--- config.mk ---
export PLATFORM = sky130hd
export DESIGN_NAME = decode_stage
export DESIGN_NICKNAME = d
export VERILOG_FILES = /design/src/hw/mips_pkg.sv /design/src/hw/decode_stage.sv
export SDC_FILE = /design/constraint.sdc
export NUM_CORES = 1
export LEC_CHECK = 0
export ABC_AREA = 1
export BUFFER_PORTS_ARGS = -buffer_cell sky130_fd_sc_hd__buf_2
export CORE_MARGIN = 2
export CORE_UTILIZATION = 47
export DETAILED_ROUTE_END_ITERATION = 8
export PLACE_DENSITY_LB_ADDON = 0.25
export SETUP_SLACK_MARGIN = 0.5
export SLEW_MARGIN = 10
export SYNTH_ARGS = -nofsm -noshare
export SYNTH_HDL_FRONTEND = slang
export SYNTH_SLANG_ARGS = --single-unit
--- constraint.sdc ---
create_clock -name clk -period 2.4 [get_ports clk]
set_input_delay 0.48 -clock clk [delete_from_list [all_inputs] [get_ports clk]]
set_output_delay 0.48 -clock clk [all_outputs]
set_load 0.02 [all_outputs]
--- src/hw/mips_pkg.sv ---
`default_nettype none

package mips_pkg;

	localparam int XLEN       = 32;
	localparam int REG_ADDR_W = 5;
	localparam int IMM_W      = 16;
	localparam int SHAMT_W    = $clog2(XLEN);

	typedef logic [XLEN-1:0]       word_t;
	typedef logic [REG_ADDR_W-1:0] reg_addr_t;

	// Primary opcode, instr[31:26]
	typedef enum logic [5:0] {
		R_TYPE = 6'b000000,
		J      = 6'b000010,
		BEQ    = 6'b000100,
		BNE    = 6'b000101,
		ADDI   = 6'b001000,
		ADDIU  = 6'b001001,
		SLTI   = 6'b001010,
		SLTIU  = 6'b001011,
		ANDI   = 6'b001100,
		ORI    = 6'b001101,
		LW     = 6'b100011,
		// Nonstandard store encoding of this ISA variant
		SW     = 6'b100101
	} opcode_e;

	// R-type function field, instr[5:0]
	typedef enum logic [5:0] {
		FN_SLL  = 6'b000000,
		FN_SRL  = 6'b000010,
		FN_ADD  = 6'b100000,
		FN_ADDU = 6'b100001,
		FN_SUB  = 6'b100010,
		FN_SUBU = 6'b100011,
		FN_AND  = 6'b100100,
		FN_OR   = 6'b100101,
		FN_SLT  = 6'b101010,
		FN_SLTU = 6'b101011
	} funct_e;

	typedef enum logic [3:0] {
		ALU_ADD = 4'b0000,
		ALU_SUB = 4'b0001,
		ALU_AND = 4'b0010,
		ALU_OR  = 4'b0011,
		ALU_SLL = 4'b0100,
		ALU_SRL = 4'b0101,
		ALU_SLT = 4'b1000
	} alu_op_e;

	typedef enum logic [1:0] {
		WB_ALU = 2'b00,
		WB_MEM = 2'b01
	} wb_sel_e;

	// All zero means no side effect anywhere down the pipe
	typedef struct packed {
		alu_op_e alu_op;
		logic    alu_src_imm;
		logic    mem_rd;
		logic    mem_wr;
		logic    reg_wr;
		wb_sel_e wb_sel;
	} ctrl_t;

	typedef struct packed {
		ctrl_t                ctrl;
		word_t                rs_val;
		word_t                rt_val;
		word_t                imm_ext;
		logic [SHAMT_W-1:0]   shamt;
		reg_addr_t            dest;
	} id_ex_t;

	typedef struct packed {
		ctrl_t     ctrl;
		word_t     alu_result;
		word_t     store_data;
		reg_addr_t dest;
	} ex_mem_t;

	typedef struct packed {
		logic      en;
		reg_addr_t addr;
		word_t     data;
	} wb_t;

endpackage

`default_nettype wire

--- src/hw/decode_stage.sv ---
`timescale 1ns/1ns
`default_nettype none

module decode_stage import mips_pkg::*; (
	input  logic      clk,
	input  logic      rst_n,
	input  word_t     instr_d,
	input  word_t     pc_inc_d,
	input  word_t     rs_val,
	input  word_t     rt_val,
	output reg_addr_t rs_addr,
	output reg_addr_t rt_addr,
	output logic      redirect,
	output word_t     target,
	output id_ex_t    id_ex
);

	opcode_e          opcode;
	funct_e           funct;
	reg_addr_t        rd_addr;
	logic [IMM_W-1:0] imm;
	logic [25:0]      jump_index;
	word_t            imm_ext;
	word_t            branch_target;
	word_t            jump_target;
	ctrl_t            ctrl;
	logic             dest_rd;
	logic             operands_equal;
	logic             take_branch;
	logic             take_jump;
	id_ex_t           id_ex_next;

	// Instruction fields
	assign opcode     = opcode_e'(instr_d[31:26]);
	assign funct      = funct_e'(instr_d[5:0]);
	assign rs_addr    = instr_d[25:21];
	assign rt_addr    = instr_d[20:16];
	assign rd_addr    = instr_d[15:11];
	assign imm        = instr_d[IMM_W-1:0];
	assign jump_index = instr_d[25:0];

	// Immediates are always zero-extended
	assign imm_ext = {{(XLEN-IMM_W){1'b0}}, imm};

	assign operands_equal = (rs_val == rt_val);
	assign branch_target  = pc_inc_d + {imm_ext[XLEN-3:0], 2'b00};
	assign jump_target    = {pc_inc_d[XLEN-1:XLEN-4], jump_index, 2'b00};

	always_comb begin
		ctrl        = '0;
		dest_rd     = 1'b0;
		take_branch = 1'b0;
		take_jump   = 1'b0;
		case (opcode)
			R_TYPE: begin
				dest_rd     = 1'b1;
				ctrl.reg_wr = 1'b1;
				case (funct)
					FN_ADD, FN_ADDU: ctrl.alu_op = ALU_ADD;
					FN_SUB, FN_SUBU: ctrl.alu_op = ALU_SUB;
					FN_AND:          ctrl.alu_op = ALU_AND;
					FN_OR:           ctrl.alu_op = ALU_OR;
					FN_SLL:          ctrl.alu_op = ALU_SLL;
					FN_SRL:          ctrl.alu_op = ALU_SRL;
					FN_SLT, FN_SLTU: ctrl.alu_op = ALU_SLT;
					default:         ctrl.reg_wr = 1'b0;
				endcase
			end
			ADDI, ADDIU, ANDI, ORI, SLTI, SLTIU: begin
				ctrl.alu_src_imm = 1'b1;
				ctrl.reg_wr      = 1'b1;
				case (opcode)
					ANDI:        ctrl.alu_op = ALU_AND;
					ORI:         ctrl.alu_op = ALU_OR;
					SLTI, SLTIU: ctrl.alu_op = ALU_SLT;
					default:     ctrl.alu_op = ALU_ADD;
				endcase
			end
			LW: begin
				ctrl.alu_src_imm = 1'b1;
				ctrl.mem_rd      = 1'b1;
				ctrl.reg_wr      = 1'b1;
				ctrl.wb_sel      = WB_MEM;
			end
			SW: begin
				ctrl.alu_src_imm = 1'b1;
				ctrl.mem_wr      = 1'b1;
			end
			BEQ: take_branch = operands_equal;
			BNE: take_branch = !operands_equal;
			J:   take_jump   = 1'b1;
			// Unknown opcodes fall through as a NOP
			default: ctrl = '0;
		endcase
	end

	assign redirect = take_branch || take_jump;
	assign target   = take_jump ? jump_target : branch_target;

	always_comb begin
		id_ex_next.ctrl    = ctrl;
		id_ex_next.rs_val  = rs_val;
		id_ex_next.rt_val  = rt_val;
		id_ex_next.imm_ext = imm_ext;
		id_ex_next.shamt   = instr_d[10:6];
		id_ex_next.dest    = dest_rd ? rd_addr : rt_addr;
	end

	// Decode/execute register
	always_ff @(posedge clk) begin
		if (!rst_n) begin
			id_ex.ctrl <= '0;
		end else begin
			id_ex <= id_ex_next;
		end
	end

endmodule

`default_nettype wire

==> run metrics, run 1 <==
final non-filler cell total 1219; relative contribution of combinational cells to total power 35.0%; clock-pin slew on the worst setup and hold paths 70 ps; kind of path behind the tightest hold check input port to flop; worst setup margin -62.7 ps; number of synthesized register bits 93; remaining number of nets flagged by the antenna check after routing 0; DRC errors left 0; global-route track usage on met3 5.96%; list of cells traversed by the critical path buf_6 > ha_4 > fa_2 > nand2_2 > nand2_2 > nand4_1 > nand2_4 > a21oi_1 > o21ai_2 > nand2_2 > buf_6; Iter 0 DRT Violations around 350; Cell Area, Synth around 0.0059 mm²; setup-violating endpoint count in the final report 9; width of the chip 116 µm; largest buffer count on any clock path 2; initial cell density of the core 48.7%; dominant register cell in the synthesized netlist sky130_fd_sc_hd__edfxtp_1; max-capacitance violation count 0; antenna violations before repair 3; H-Tree Depth 3; Most flops, register id_ex; placed cell count 1180; number of vias in the routed layout 6006; clock network fraction of design power 26.8%; dominant delay contributor by cell family on the critical path adder cells; library cell with the largest summed area after synthesis sky130_fd_sc_hd__edfxtp_1; final estimated routing congestion in global placement 0.989; number of iterations in the first detailed-routing pass 6; CTS tree built; HP Start rs_val[17]; Vias/cell 4.93; Hold Crit Endpoint id_ex[91]; worst ir drop on vdd approximately 0.38 mV; number of global-route vias before repair 5779; Hold Fails Final Rpt 0; Setup WS pre-CTS -149 ps; sequential group share of total power around two fifths; count of flip-flops with a built-in enable after synthesis 85; cell internal power dissipation 3.39 mW; share of the synthesized area in the top cell type 43.3%; tightest hold margin about 320 ps; detailed placer's ending HPWL 14900 µm; overall routing resource usage between 20% and 30%; sequential area share after synthesis 46.0%; top post-synthesis cells by count sky130_fd_sc_hd__nand2_1 (245), sky130_fd_sc_hd__inv_1 (109), sky130_fd_sc_hd__edfxtp_1 (85); total clock sinks 93; failing checks negative setup slack; count of filler cells inserted in the layout approximately 830; share of layout cells above drive strength 1 55.8%; chip height around 120 µm; crit path launch type input port; area of the die between 0.01 and 0.015 mm²; maximum clock frequency 406 MHz; total length of routed wires 20100 µm; CTS buffer count 9; boundary pin count 289; most used routing layer met2; leak pwr 4.66 nW; Least-Margin Pin Slew about 550 ps; Required @ worst endpoint between 1500 and 2000 ps; most frequent cell after synthesis sky130_fd_sc_hd__nand2_1; Site Rows 40; top post-synthesis cells by area sky130_fd_sc_hd__edfxtp_1 (43%), sky130_fd_sc_hd__nand2_1 (16%), sky130_fd_sc_hd__inv_1 (6.9%), sky130_fd_sc_hd__buf_4 (4.5%), sky130_fd_sc_hd__xnor2_1 (4.0%); Post-Synthesis Cells 730; Final Critical Period ~2500 ps; net switching power 1.67 mW; result of the run complete, but fails checks; maximum number of pins on one net before global-route repair 31; number of buffer cells added on primary ports 271; global-route congestion overflow total 0; Slowest cell on crit path sky130_fd_sc_hd__fa_2; cell with the most instances on the worst path sky130_fd_sc_hd__nand2_2; final critical-path share of the clock period 103%; unrepaired setup endpoints after global routing yes; Avg Synthesized Cell Area 8.08 µm²; distinct cell type count after synthesis 36; worst hold path cell count 1; critical path buffer and inverter count 2; met2 Track Usage GR between 50% and 60%; yosys warns 0; Crit Path Max Fanout 5; total power per unit cell area 530 mW/mm²; average detailed-routed wire length per instance roughly 17 µm; biggest cell delay along the critical path between 300 and 400 ps; fraction of registers with async set/reset 0%; final count of pins violating max slew 0; Critical Setup Path Class input port to primary output; beginning of the critical path pc_inc_d[2]; synthesis-to-layout area growth 61.6%; core region area around 0.012 mm²; layout net count 1188; clock root buffer master sky130_fd_sc_hd__clkbuf_16; relative max-transition margin between 60% and 70%; endpoint arrival time on the critical path ~2000 ps; Worst Setup End Kind primary output; Largest regs id_ex: 93 flops; hold bufs inserted after CTS 0; Switching Share 33.0%; global-route wire length before repair 28900 µm; Largest register FFs 93; M1 GR Usage 30.1%
[worst max-delay path by stage]
stage / cells past startpoint / endpoint / slack, ps
3_3_place_gp: 13 / target[16] / -110
4_1_cts: 11 / target[10] / -40
2_1_floorplan: 10 / target[22] / 260
6_report: 11 / target[10] / -60
5_1_grt: 13 / target[18] / -130
3_5_place_dp: 12 / target[22] / -150
[placed cells by master, fill, tap and decap left out, types with 3 or more instances in the layout]
| master | count |
|---|---|
| sky130_fd_sc_hd__nor2_1 | 28 |
| sky130_fd_sc_hd__buf_6 | 74 |
| sky130_fd_sc_hd__xnor2_2 | 16 |
| sky130_fd_sc_hd__diode_2 | 5 |
| sky130_fd_sc_hd__inv_8 | 3 |
| sky130_fd_sc_hd__buf_12 | 3 |
| sky130_fd_sc_hd__nor2_2 | 18 |
| sky130_fd_sc_hd__xnor2_1 | 10 |
| sky130_fd_sc_hd__nor2_4 | 13 |
| sky130_fd_sc_hd__nand4_1 | 13 |
| sky130_fd_sc_hd__dfxtp_1 | 8 |
| sky130_fd_sc_hd__a31oi_1 | 4 |
| sky130_fd_sc_hd__nand3_2 | 17 |
| sky130_fd_sc_hd__nand3_4 | 8 |
| sky130_fd_sc_hd__inv_4 | 3 |
| sky130_fd_sc_hd__a21oi_2 | 3 |
| sky130_fd_sc_hd__inv_1 | 93 |
| sky130_fd_sc_hd__nand3b_1 | 6 |
| sky130_fd_sc_hd__nand2_4 | 23 |
| sky130_fd_sc_hd__buf_2 | 195 |
| sky130_fd_sc_hd__nand2_1 | 151 |
| sky130_fd_sc_hd__o21ai_0 | 7 |
| sky130_fd_sc_hd__o21ai_2 | 11 |
| sky130_fd_sc_hd__inv_2 | 18 |
| sky130_fd_sc_hd__buf_8 | 6 |
| sky130_fd_sc_hd__clkbuf_16 | 9 |
| sky130_fd_sc_hd__edfxtp_1 | 85 |
| sky130_fd_sc_hd__a21oi_1 | 3 |
| sky130_fd_sc_hd__nand3_1 | 24 |
| sky130_fd_sc_hd__conb_1 | 17 |
| sky130_fd_sc_hd__nand2_2 | 84 |
| sky130_fd_sc_hd__buf_4 | 45 |
| sky130_fd_sc_hd__nor3_1 | 5 |
| sky130_fd_sc_hd__ha_4 | 16 |
[cell type report]
| cell class | count | area [µm²] | share of cell area (%) |
|---|---|---|---|
| multi-input cells | 500 | 3580 | 37.5 |
| flip-flops and latches | 93 | 2710 | 28.5 |
| repair buffers | 323 | 2300 | 24.1 |
| inverters | 114 | 435 | 4.57 |
| clock buffers | 9 | 225 | 2.36 |
| well taps | 168 | 210 | 2.21 |
| clock inverters | 7 | 63.8 | 0.669 |
| diodes | 5 | 12.5 | 0.131 |
[routing by layer]
| layer | up-vias | part of all wire, % |
|---|---|---|
| met2 | 268 | 54 |
| met5 | - | 0 |
| li1 | 2918 | - |
| met3 | 54 | 6.6 |
| met4 | 0 | 4.1 |
| met1 | 2766 | 35 |
[cell families after synthesis]
| group | Yosys count | share of synthesized area (%) |
|---|---|---|
| compound gates | 36 | 3.31 |
| xor+xnor | 27 | 4.01 |
| fa+ha+maj | 17 | 3.73 |
| buf+inv | 153 | 12.0 |
| flops | 93 | 46.0 |
| other cells | 1 | 0.0636 |
| simple gates | 403 | 30.8 |
[timing repair]
item	CTS	global route
pin swaps	118	62
endpoints found under the hold margin	0	0
setup buffers	9	9
setup endpoints to repair	33	33
gates resized for setup	222	97
[per-stage QoR]
| step | setup TNS, ps | total power, mW | utilization (%) | cell area (µm²) |
|---|---|---|---|---|
| 2_1_floorplan | 0 | 2.81 | - | 6330 |
| 3_3_place_gp | -987 | 3.30 | 65.2 | 7900 |
| 3_5_place_dp | -1420 | 3.33 | 65.2 | 7900 |
| 4_1_cts | -151 | 4.93 | 75.2 | 9110 |
| 5_1_grt | -1180 | 5.27 | 78.7 | 9530 |
| 6_report | -243 | 5.06 | 78.7 | 9530 |
[power groups by stage]
stage | Sequential [mW] | Combinational (mW) | Clock, mW
3_5_place_dp | 1.96 | 1.36 | 0
2_1_floorplan | 2.12 | 0.688 | 0
5_1_grt | 1.94 | 1.89 | 1.44
6_report | 1.93 | 1.77 | 1.35
4_1_cts | 1.93 | 1.63 | 1.38
3_3_place_gp | 1.96 | 1.35 | 0
Power figures use the tool's default switching activity.
==> run 2, diff against run 1 <==
--- a/config.mk
+++ b/config.mk
@@ -11,6 +11,7 @@
 export CORE_UTILIZATION = 47
 export DETAILED_ROUTE_END_ITERATION = 8
 export PLACE_DENSITY_LB_ADDON = 0.25
+export RECOVER_POWER = 100
 export SETUP_SLACK_MARGIN = 0.5
 export SLEW_MARGIN = 10
 export SYNTH_ARGS = -nofsm -noshare
==> run metrics, run 2 (synthesized netlist as in run 1, its figures left out) <==
total length of routed wires 20000 µm (was 20100 µm); Critical Setup Path Class input port to primary output (unchanged); Vias/cell 4.92 (was 4.93); Required @ worst endpoint 1920 ps (about the same); core region area 0.0121 mm² (unchanged); kind of path behind the tightest hold check input port to flop (unchanged); final critical-path share of the clock period 102% (was 103%); Final Critical Period 2460 ps (about the same); width of the chip 116 µm (unchanged); list of cells traversed by the critical path buf_6 > ha_4 > fa_2 > nand2_2 > nand2_2 > nand4_1 > nand2_4 > a21oi_1 > o21ai_2 > nand2_2 > buf_6 (unchanged); leading cell type in the layout, fill and taps excluded sky130_fd_sc_hd__clkbuf_1 (was sky130_fd_sc_hd__buf_2); number of vias in the routed layout 5977 (was 6006); remaining number of nets flagged by the antenna check after routing 0 (unchanged); number of buffer cells added on primary ports 271 (unchanged); failing checks negative setup slack (unchanged); overall routing resource usage 28.4% (unchanged); Worst Setup End Kind primary output (unchanged); Least-Margin Pin Slew 1430 ps (was 546 ps); chip height 116 µm (unchanged); Hold Fails Final Rpt 0 (unchanged); maximum clock frequency 407 MHz (was 406 MHz); number of global-route vias before repair 5779 (unchanged); final estimated routing congestion in global placement 0.989 (unchanged); area of the die 0.0135 mm² (unchanged); worst setup margin -57.7 ps (was -62.7 ps); antenna violations before repair 1 (was 3); Site Rows 40 (unchanged); hold bufs inserted after CTS 0 (unchanged); initial cell density of the core 48.7% (unchanged); layout net count 1188 (unchanged); Iter 0 DRT Violations 381 (was 352); clock-pin slew on the worst setup and hold paths 70 ps (about the same); worst ir drop on vdd 0.384 mV (was 0.385 mV); number of iterations in the first detailed-routing pass 4 (was 6); Most flops, register id_ex (unchanged); commonest non-fill, non-tap cells in the layout sky130_fd_sc_hd__clkbuf_1 (182), sky130_fd_sc_hd__nand2_1 (153), sky130_fd_sc_hd__inv_1 (93) (was sky130_fd_sc_hd__buf_2 (195), sky130_fd_sc_hd__nand2_1 (151), sky130_fd_sc_hd__inv_1 (93)); H-Tree Depth 3 (unchanged); share of layout cells above drive strength 1 38.0% (was 55.8%); Finished Cell Area 0.00908 mm² (was 0.00953 mm²); unrepaired setup endpoints after global routing yes (unchanged); crit path launch type input port (unchanged); leak pwr 4.06 nW (was 4.66 nW); maximum number of pins on one net before global-route repair 31 (unchanged); setup-violating endpoint count in the final report 9 (unchanged); Slowest cell on crit path sky130_fd_sc_hd__fa_2 (unchanged); detailed placer's ending HPWL 14900 µm (unchanged); boundary pin count 289 (unchanged); total placed instance area 0.00790 mm² (unchanged); global-route wire length before repair 28900 µm (unchanged); total power per unit cell area 548 mW/mm² (was 530 mW/mm²); CTS tree built (unchanged); cell with the most instances on the worst path sky130_fd_sc_hd__nand2_2 (unchanged); result of the run complete, but fails checks (unchanged); synthesis-to-layout area growth 53.9% (was 61.6%); post-layout util 74.9% (was 78.7%); total clock sinks 93 (unchanged); final count of pins violating max slew 0 (unchanged); clock root buffer master sky130_fd_sc_hd__clkbuf_16 (unchanged); endpoint arrival time on the critical path 1980 ps (about the same); max-capacitance violation count 0 (unchanged); relative max-transition margin 4.94% (was 63.2%); Crit Path Max Fanout 5 (unchanged); count of filler cells inserted in the layout 990 (was 828); DRC errors left 0 (unchanged); CTS buffer count 9 (unchanged); biggest cell delay along the critical path 360 ps (about the same); Largest regs id_ex: 93 flops (unchanged); global-route congestion overflow total 0 (unchanged); Largest register FFs 93 (unchanged); average detailed-routed wire length per instance 16.4 µm (was 16.5 µm); largest buffer count on any clock path 2 (unchanged)
run 2: layer usage:
metal	up-vias	GRT usage, %	share of wire [%]
met4	0	11.9	4.1
met5	-	0	0
met2	266	54.1	54
met3	61	5.96	6.7
li1	2918	-	-
met1	2732	30.1	35
run 2: critical path, delay by kind of cell:
family / cells / cell delay [ps]
adders and majority gates: 2 / 520
AOI/OAI and AO/OA: 2 / 290
buffers and inverters: 2 / 210
and+or+nand+nor: 5 / 460
run 2: cell type report:
class	instances	area, µm²	share of cell area [%]
clock buffer	9	225	2.48
timing repair buffer	323	1870	20.6
tap	168	210	2.32
sequential	93	2710	29.9
clock inverter	7	63.8	0.703
multi-input combinational	500	3560	39.2
antenna	1	2.50	0.0276
inverter	114	435	4.80
run 2: path summary, 6_finish.rpt:
kind,end,start,slack (ps),cells past startpoint
worst max-delay path,target[10],pc_inc_d[2],-60,11
worst min-delay path,id_ex[7],instr_d[8],330,1
run 2: per-stage QoR:
step	instances	total power [mW]	setup WS [ps]	hold slack, ps	TNS, ps
final	1215	4.97	-57.7	325	-230
after detailed placement	1180	3.33	-149	676	-1420
after global routing	1215	5.18	-131	310	-1400
after floorplan	746	2.81	256	579	0
after global placement	1180	3.30	-110	675	-987
after CTS	1205	4.93	-36.5	307	-151
run 2: what timing repair did:
| item | in CTS | in global routing |
|---|---|---|
| setup endpoints to repair | 33 | 33 |
| endpoints found under the hold margin | 0 | 0 |
| gates resized for setup | 222 | 97 |
| buffers inserted | 9 | 9 |
| pin swaps | 118 | 62 |
run 2: power by group:
part | leakage [nW] | switching [mW] | total, mW | internal, mW
clock network | 0.143 | 0.629 | 1.36 | 0.728
logic | 3.02 | 1.01 | 1.68 | 0.671
registers | 0.897 | 0.0359 | 1.94 | 1.90
==> run 3, diff against run 2 <==
--- a/config.mk
+++ b/config.mk
@@ -7,8 +7,9 @@
 export LEC_CHECK = 0
 export ABC_AREA = 1
 export BUFFER_PORTS_ARGS = -buffer_cell sky130_fd_sc_hd__buf_2
+export CORE_ASPECT_RATIO = 0.75
 export CORE_MARGIN = 2
-export CORE_UTILIZATION = 47
+export CORE_UTILIZATION = 25
 export DETAILED_ROUTE_END_ITERATION = 8
 export PLACE_DENSITY_LB_ADDON = 0.25
 export RECOVER_POWER = 100
==> run metrics, run 3 (synthesized netlist as in run 1, its figures left out) <==
result of the run complete, but fails checks (unchanged); failing checks max-capacitance violations, max-slew violations, negative setup slack (was negative setup slack); worst ir drop on vdd 0.292 mV (was 0.384 mV); cell with the most instances on the worst path sky130_fd_sc_hd__nand2_2 (unchanged); Worst Setup End Kind primary output (unchanged); max-capacitance violation count 1 (was 0); kind of path behind the tightest hold check input port to flop (unchanged); number of buffer cells added on primary ports 271 (unchanged); overall routing resource usage 16.8% (was 28.4%); total clock sinks 93 (unchanged); CTS tree built (unchanged); number of cells on the critical path 11 (unchanged); number of vias in the routed layout 5871 (was 5977); area of the die 0.0248 mm² (was 0.0135 mm²); maximum number of pins on one net before global-route repair 40 (was 31); Least-Margin Pin Slew 1750 ps (was 1430 ps); Site Rows 48 (was 40); Critical Setup Path Class input port to primary output (unchanged); initial cell density of the core 25.6% (was 48.7%); leading cell type in the layout, fill and taps excluded sky130_fd_sc_hd__clkbuf_1 (unchanged); CTS buffer count 9 (unchanged); setup-violating endpoint count in the final report 18 (was 9); relative max-transition margin -16.9% (was 4.94%); accumulated negative setup slack -894 ps (was -230 ps); boundary pin count 289 (unchanged); Most flops, register id_ex (unchanged); worst hold path cell count 1 (unchanged); critical path buffer and inverter count 2 (unchanged); M1 GR Usage 24.6% (was 30.1%); synthesis-to-layout area growth 63.3% (was 53.9%); H-Tree Depth 3 (unchanged); Hold Fails Final Rpt 0 (unchanged); global-route wire length before repair 32000 µm (was 28900 µm); average detailed-routed wire length per instance 15.4 µm (was 16.4 µm); final estimated routing congestion in global placement 0.879 (was 0.989); Required @ worst endpoint 1920 ps (about the same); number of global-route vias before repair 5689 (was 5779); Crit Path Max Fanout 4 (was 5); post-layout util 41.8% (was 74.9%); commonest non-fill, non-tap cells in the layout sky130_fd_sc_hd__clkbuf_1 (191), sky130_fd_sc_hd__nand2_1 (149), sky130_fd_sc_hd__inv_1 (93) (was sky130_fd_sc_hd__clkbuf_1 (182), sky130_fd_sc_hd__nand2_1 (153), sky130_fd_sc_hd__inv_1 (93)); maximum clock frequency 401 MHz (was 407 MHz); share of layout cells above drive strength 1 38.7% (was 38.0%); core region area 0.0231 mm² (was 0.0121 mm²); hold bufs inserted after CTS 0 (unchanged); count of filler cells inserted in the layout 2417 (was 990); remaining number of nets flagged by the antenna check after routing 0 (unchanged); global-route congestion overflow total 0 (unchanged); antenna violations before repair 0 (was 1); clock root buffer master sky130_fd_sc_hd__clkbuf_16 (unchanged); most used routing layer met2 (unchanged); number of iterations in the first detailed-routing pass 4 (unchanged); endpoint arrival time on the critical path 2010 ps (was 1980 ps); Final Critical Period 2490 ps (was 2460 ps); list of cells traversed by the critical path buf_8 > ha_4 > fa_2 > nand2_2 > nand2_2 > nand3_1 > nand2_2 > or2_4 > nand3_2 > nand2_4 > buf_6 (was buf_6 > ha_4 > fa_2 > nand2_2 > nand2_2 > nand4_1 > nand2_4 > a21oi_1 > o21ai_2 > nand2_2 > buf_6); worst setup margin -93.2 ps (was -57.7 ps); dominant delay contributor by cell family on the critical path simple AND/OR/NAND/NOR gates (was adder cells); Finished Cell Area 0.00963 mm² (was 0.00908 mm²); met2 Track Usage GR 25.2% (was 54.1%); chip height 137 µm (was 116 µm); width of the chip 181 µm (was 116 µm); final critical-path share of the clock period 104% (was 102%); total power per unit cell area 530 mW/mm² (was 548 mW/mm²); clock-pin slew on the worst setup and hold paths 80 ps (was 70 ps); DRC errors left 0 (unchanged); Slowest cell on crit path sky130_fd_sc_hd__fa_2 (unchanged); final count of pins violating max slew 32 (was 0); unrepaired setup endpoints after global routing yes (unchanged); detailed placer's ending HPWL 16700 µm (was 14900 µm); largest buffer count on any clock path 2 (unchanged); Largest register FFs 93 (unchanged); layout net count 1210 (was 1188); leak pwr 4.27 nW (was 4.06 nW); crit path launch type input port (unchanged); total placed instance area 0.00820 mm² (was 0.00790 mm²); Vias/cell 4.29 (was 4.92); Iter 0 DRT Violations 341 (was 381); Largest regs id_ex: 93 flops (unchanged); biggest cell delay along the critical path 410 ps (was 360 ps); global-route track usage on met3 3.73% (was 5.96%); total length of routed wires 21100 µm (was 20000 µm)
-- run 3: cell count changes in the layout (fill, tap and decap cells not counted), sizes merged --
| cell | change |
|---|---|
| buf | +15 |
| clkbuf | +7 |
| clkinvlp | +1 |
| inv | -1 |
-- run 3: path summary, 6_finish.rpt --
check,startpoint,slack [ps],endpoint
worst min-delay path,instr_d[10],310,id_ex[20]
worst max-delay path,instr_d[0],-90,target[8]
-- run 3: through the flow --
| step | worst slack, ps | hold WS [ps] | cells | power (mW) |
|---|---|---|---|---|
| floorplan | 256 | 579 | 746 | 2.81 |
| global placement | -187 | 673 | 1330 | 3.39 |
| detailed placement | -210 | 680 | 1330 | 3.39 |
| CTS | -95.1 | 296 | 1363 | 5.12 |
| global route | -177 | 300 | 1368 | 5.37 |
| finish | -93.2 | 314 | 1369 | 5.10 |
-- run 3: layout make-up --
cell class | count | area [µm²] | share of cell area [%]
Clock buffer | 9 | 225 | 2.34
Clock inverter | 7 | 67.6 | 0.702
Tap cell | 300 | 375 | 3.90
Inverter | 114 | 443 | 4.60
Timing Repair Buffer | 345 | 2090 | 21.7
Multi-Input combinational cell | 500 | 3710 | 38.5
Antenna cell | 1 | 2.50 | 0.0260
Sequential cell | 93 | 2710 | 28.2
-- run 3: where the power goes --
group	internal, mW	leakage (nW)	switching, mW	total [mW]
Combinational	0.711	3.23	1.04	1.75
Clock	0.731	0.142	0.695	1.43
Sequential	1.90	0.897	0.0327	1.93
-- run 3: metal layers --
metal  vias up  part of all wire [%]
met2       163                    43
met1      2742                    49
met5         -                     0
met3        17                   6.2
li1       2949                     -
met4         0                   1.1
-- run 3: timing repair --
item                       CTS  global route
hold endpoints to repair     0             0
gates cloned                 1             0
setup endpoints to repair   33            33
pin swaps                   92            95
buffers inserted            16             5
resized for setup          232           124
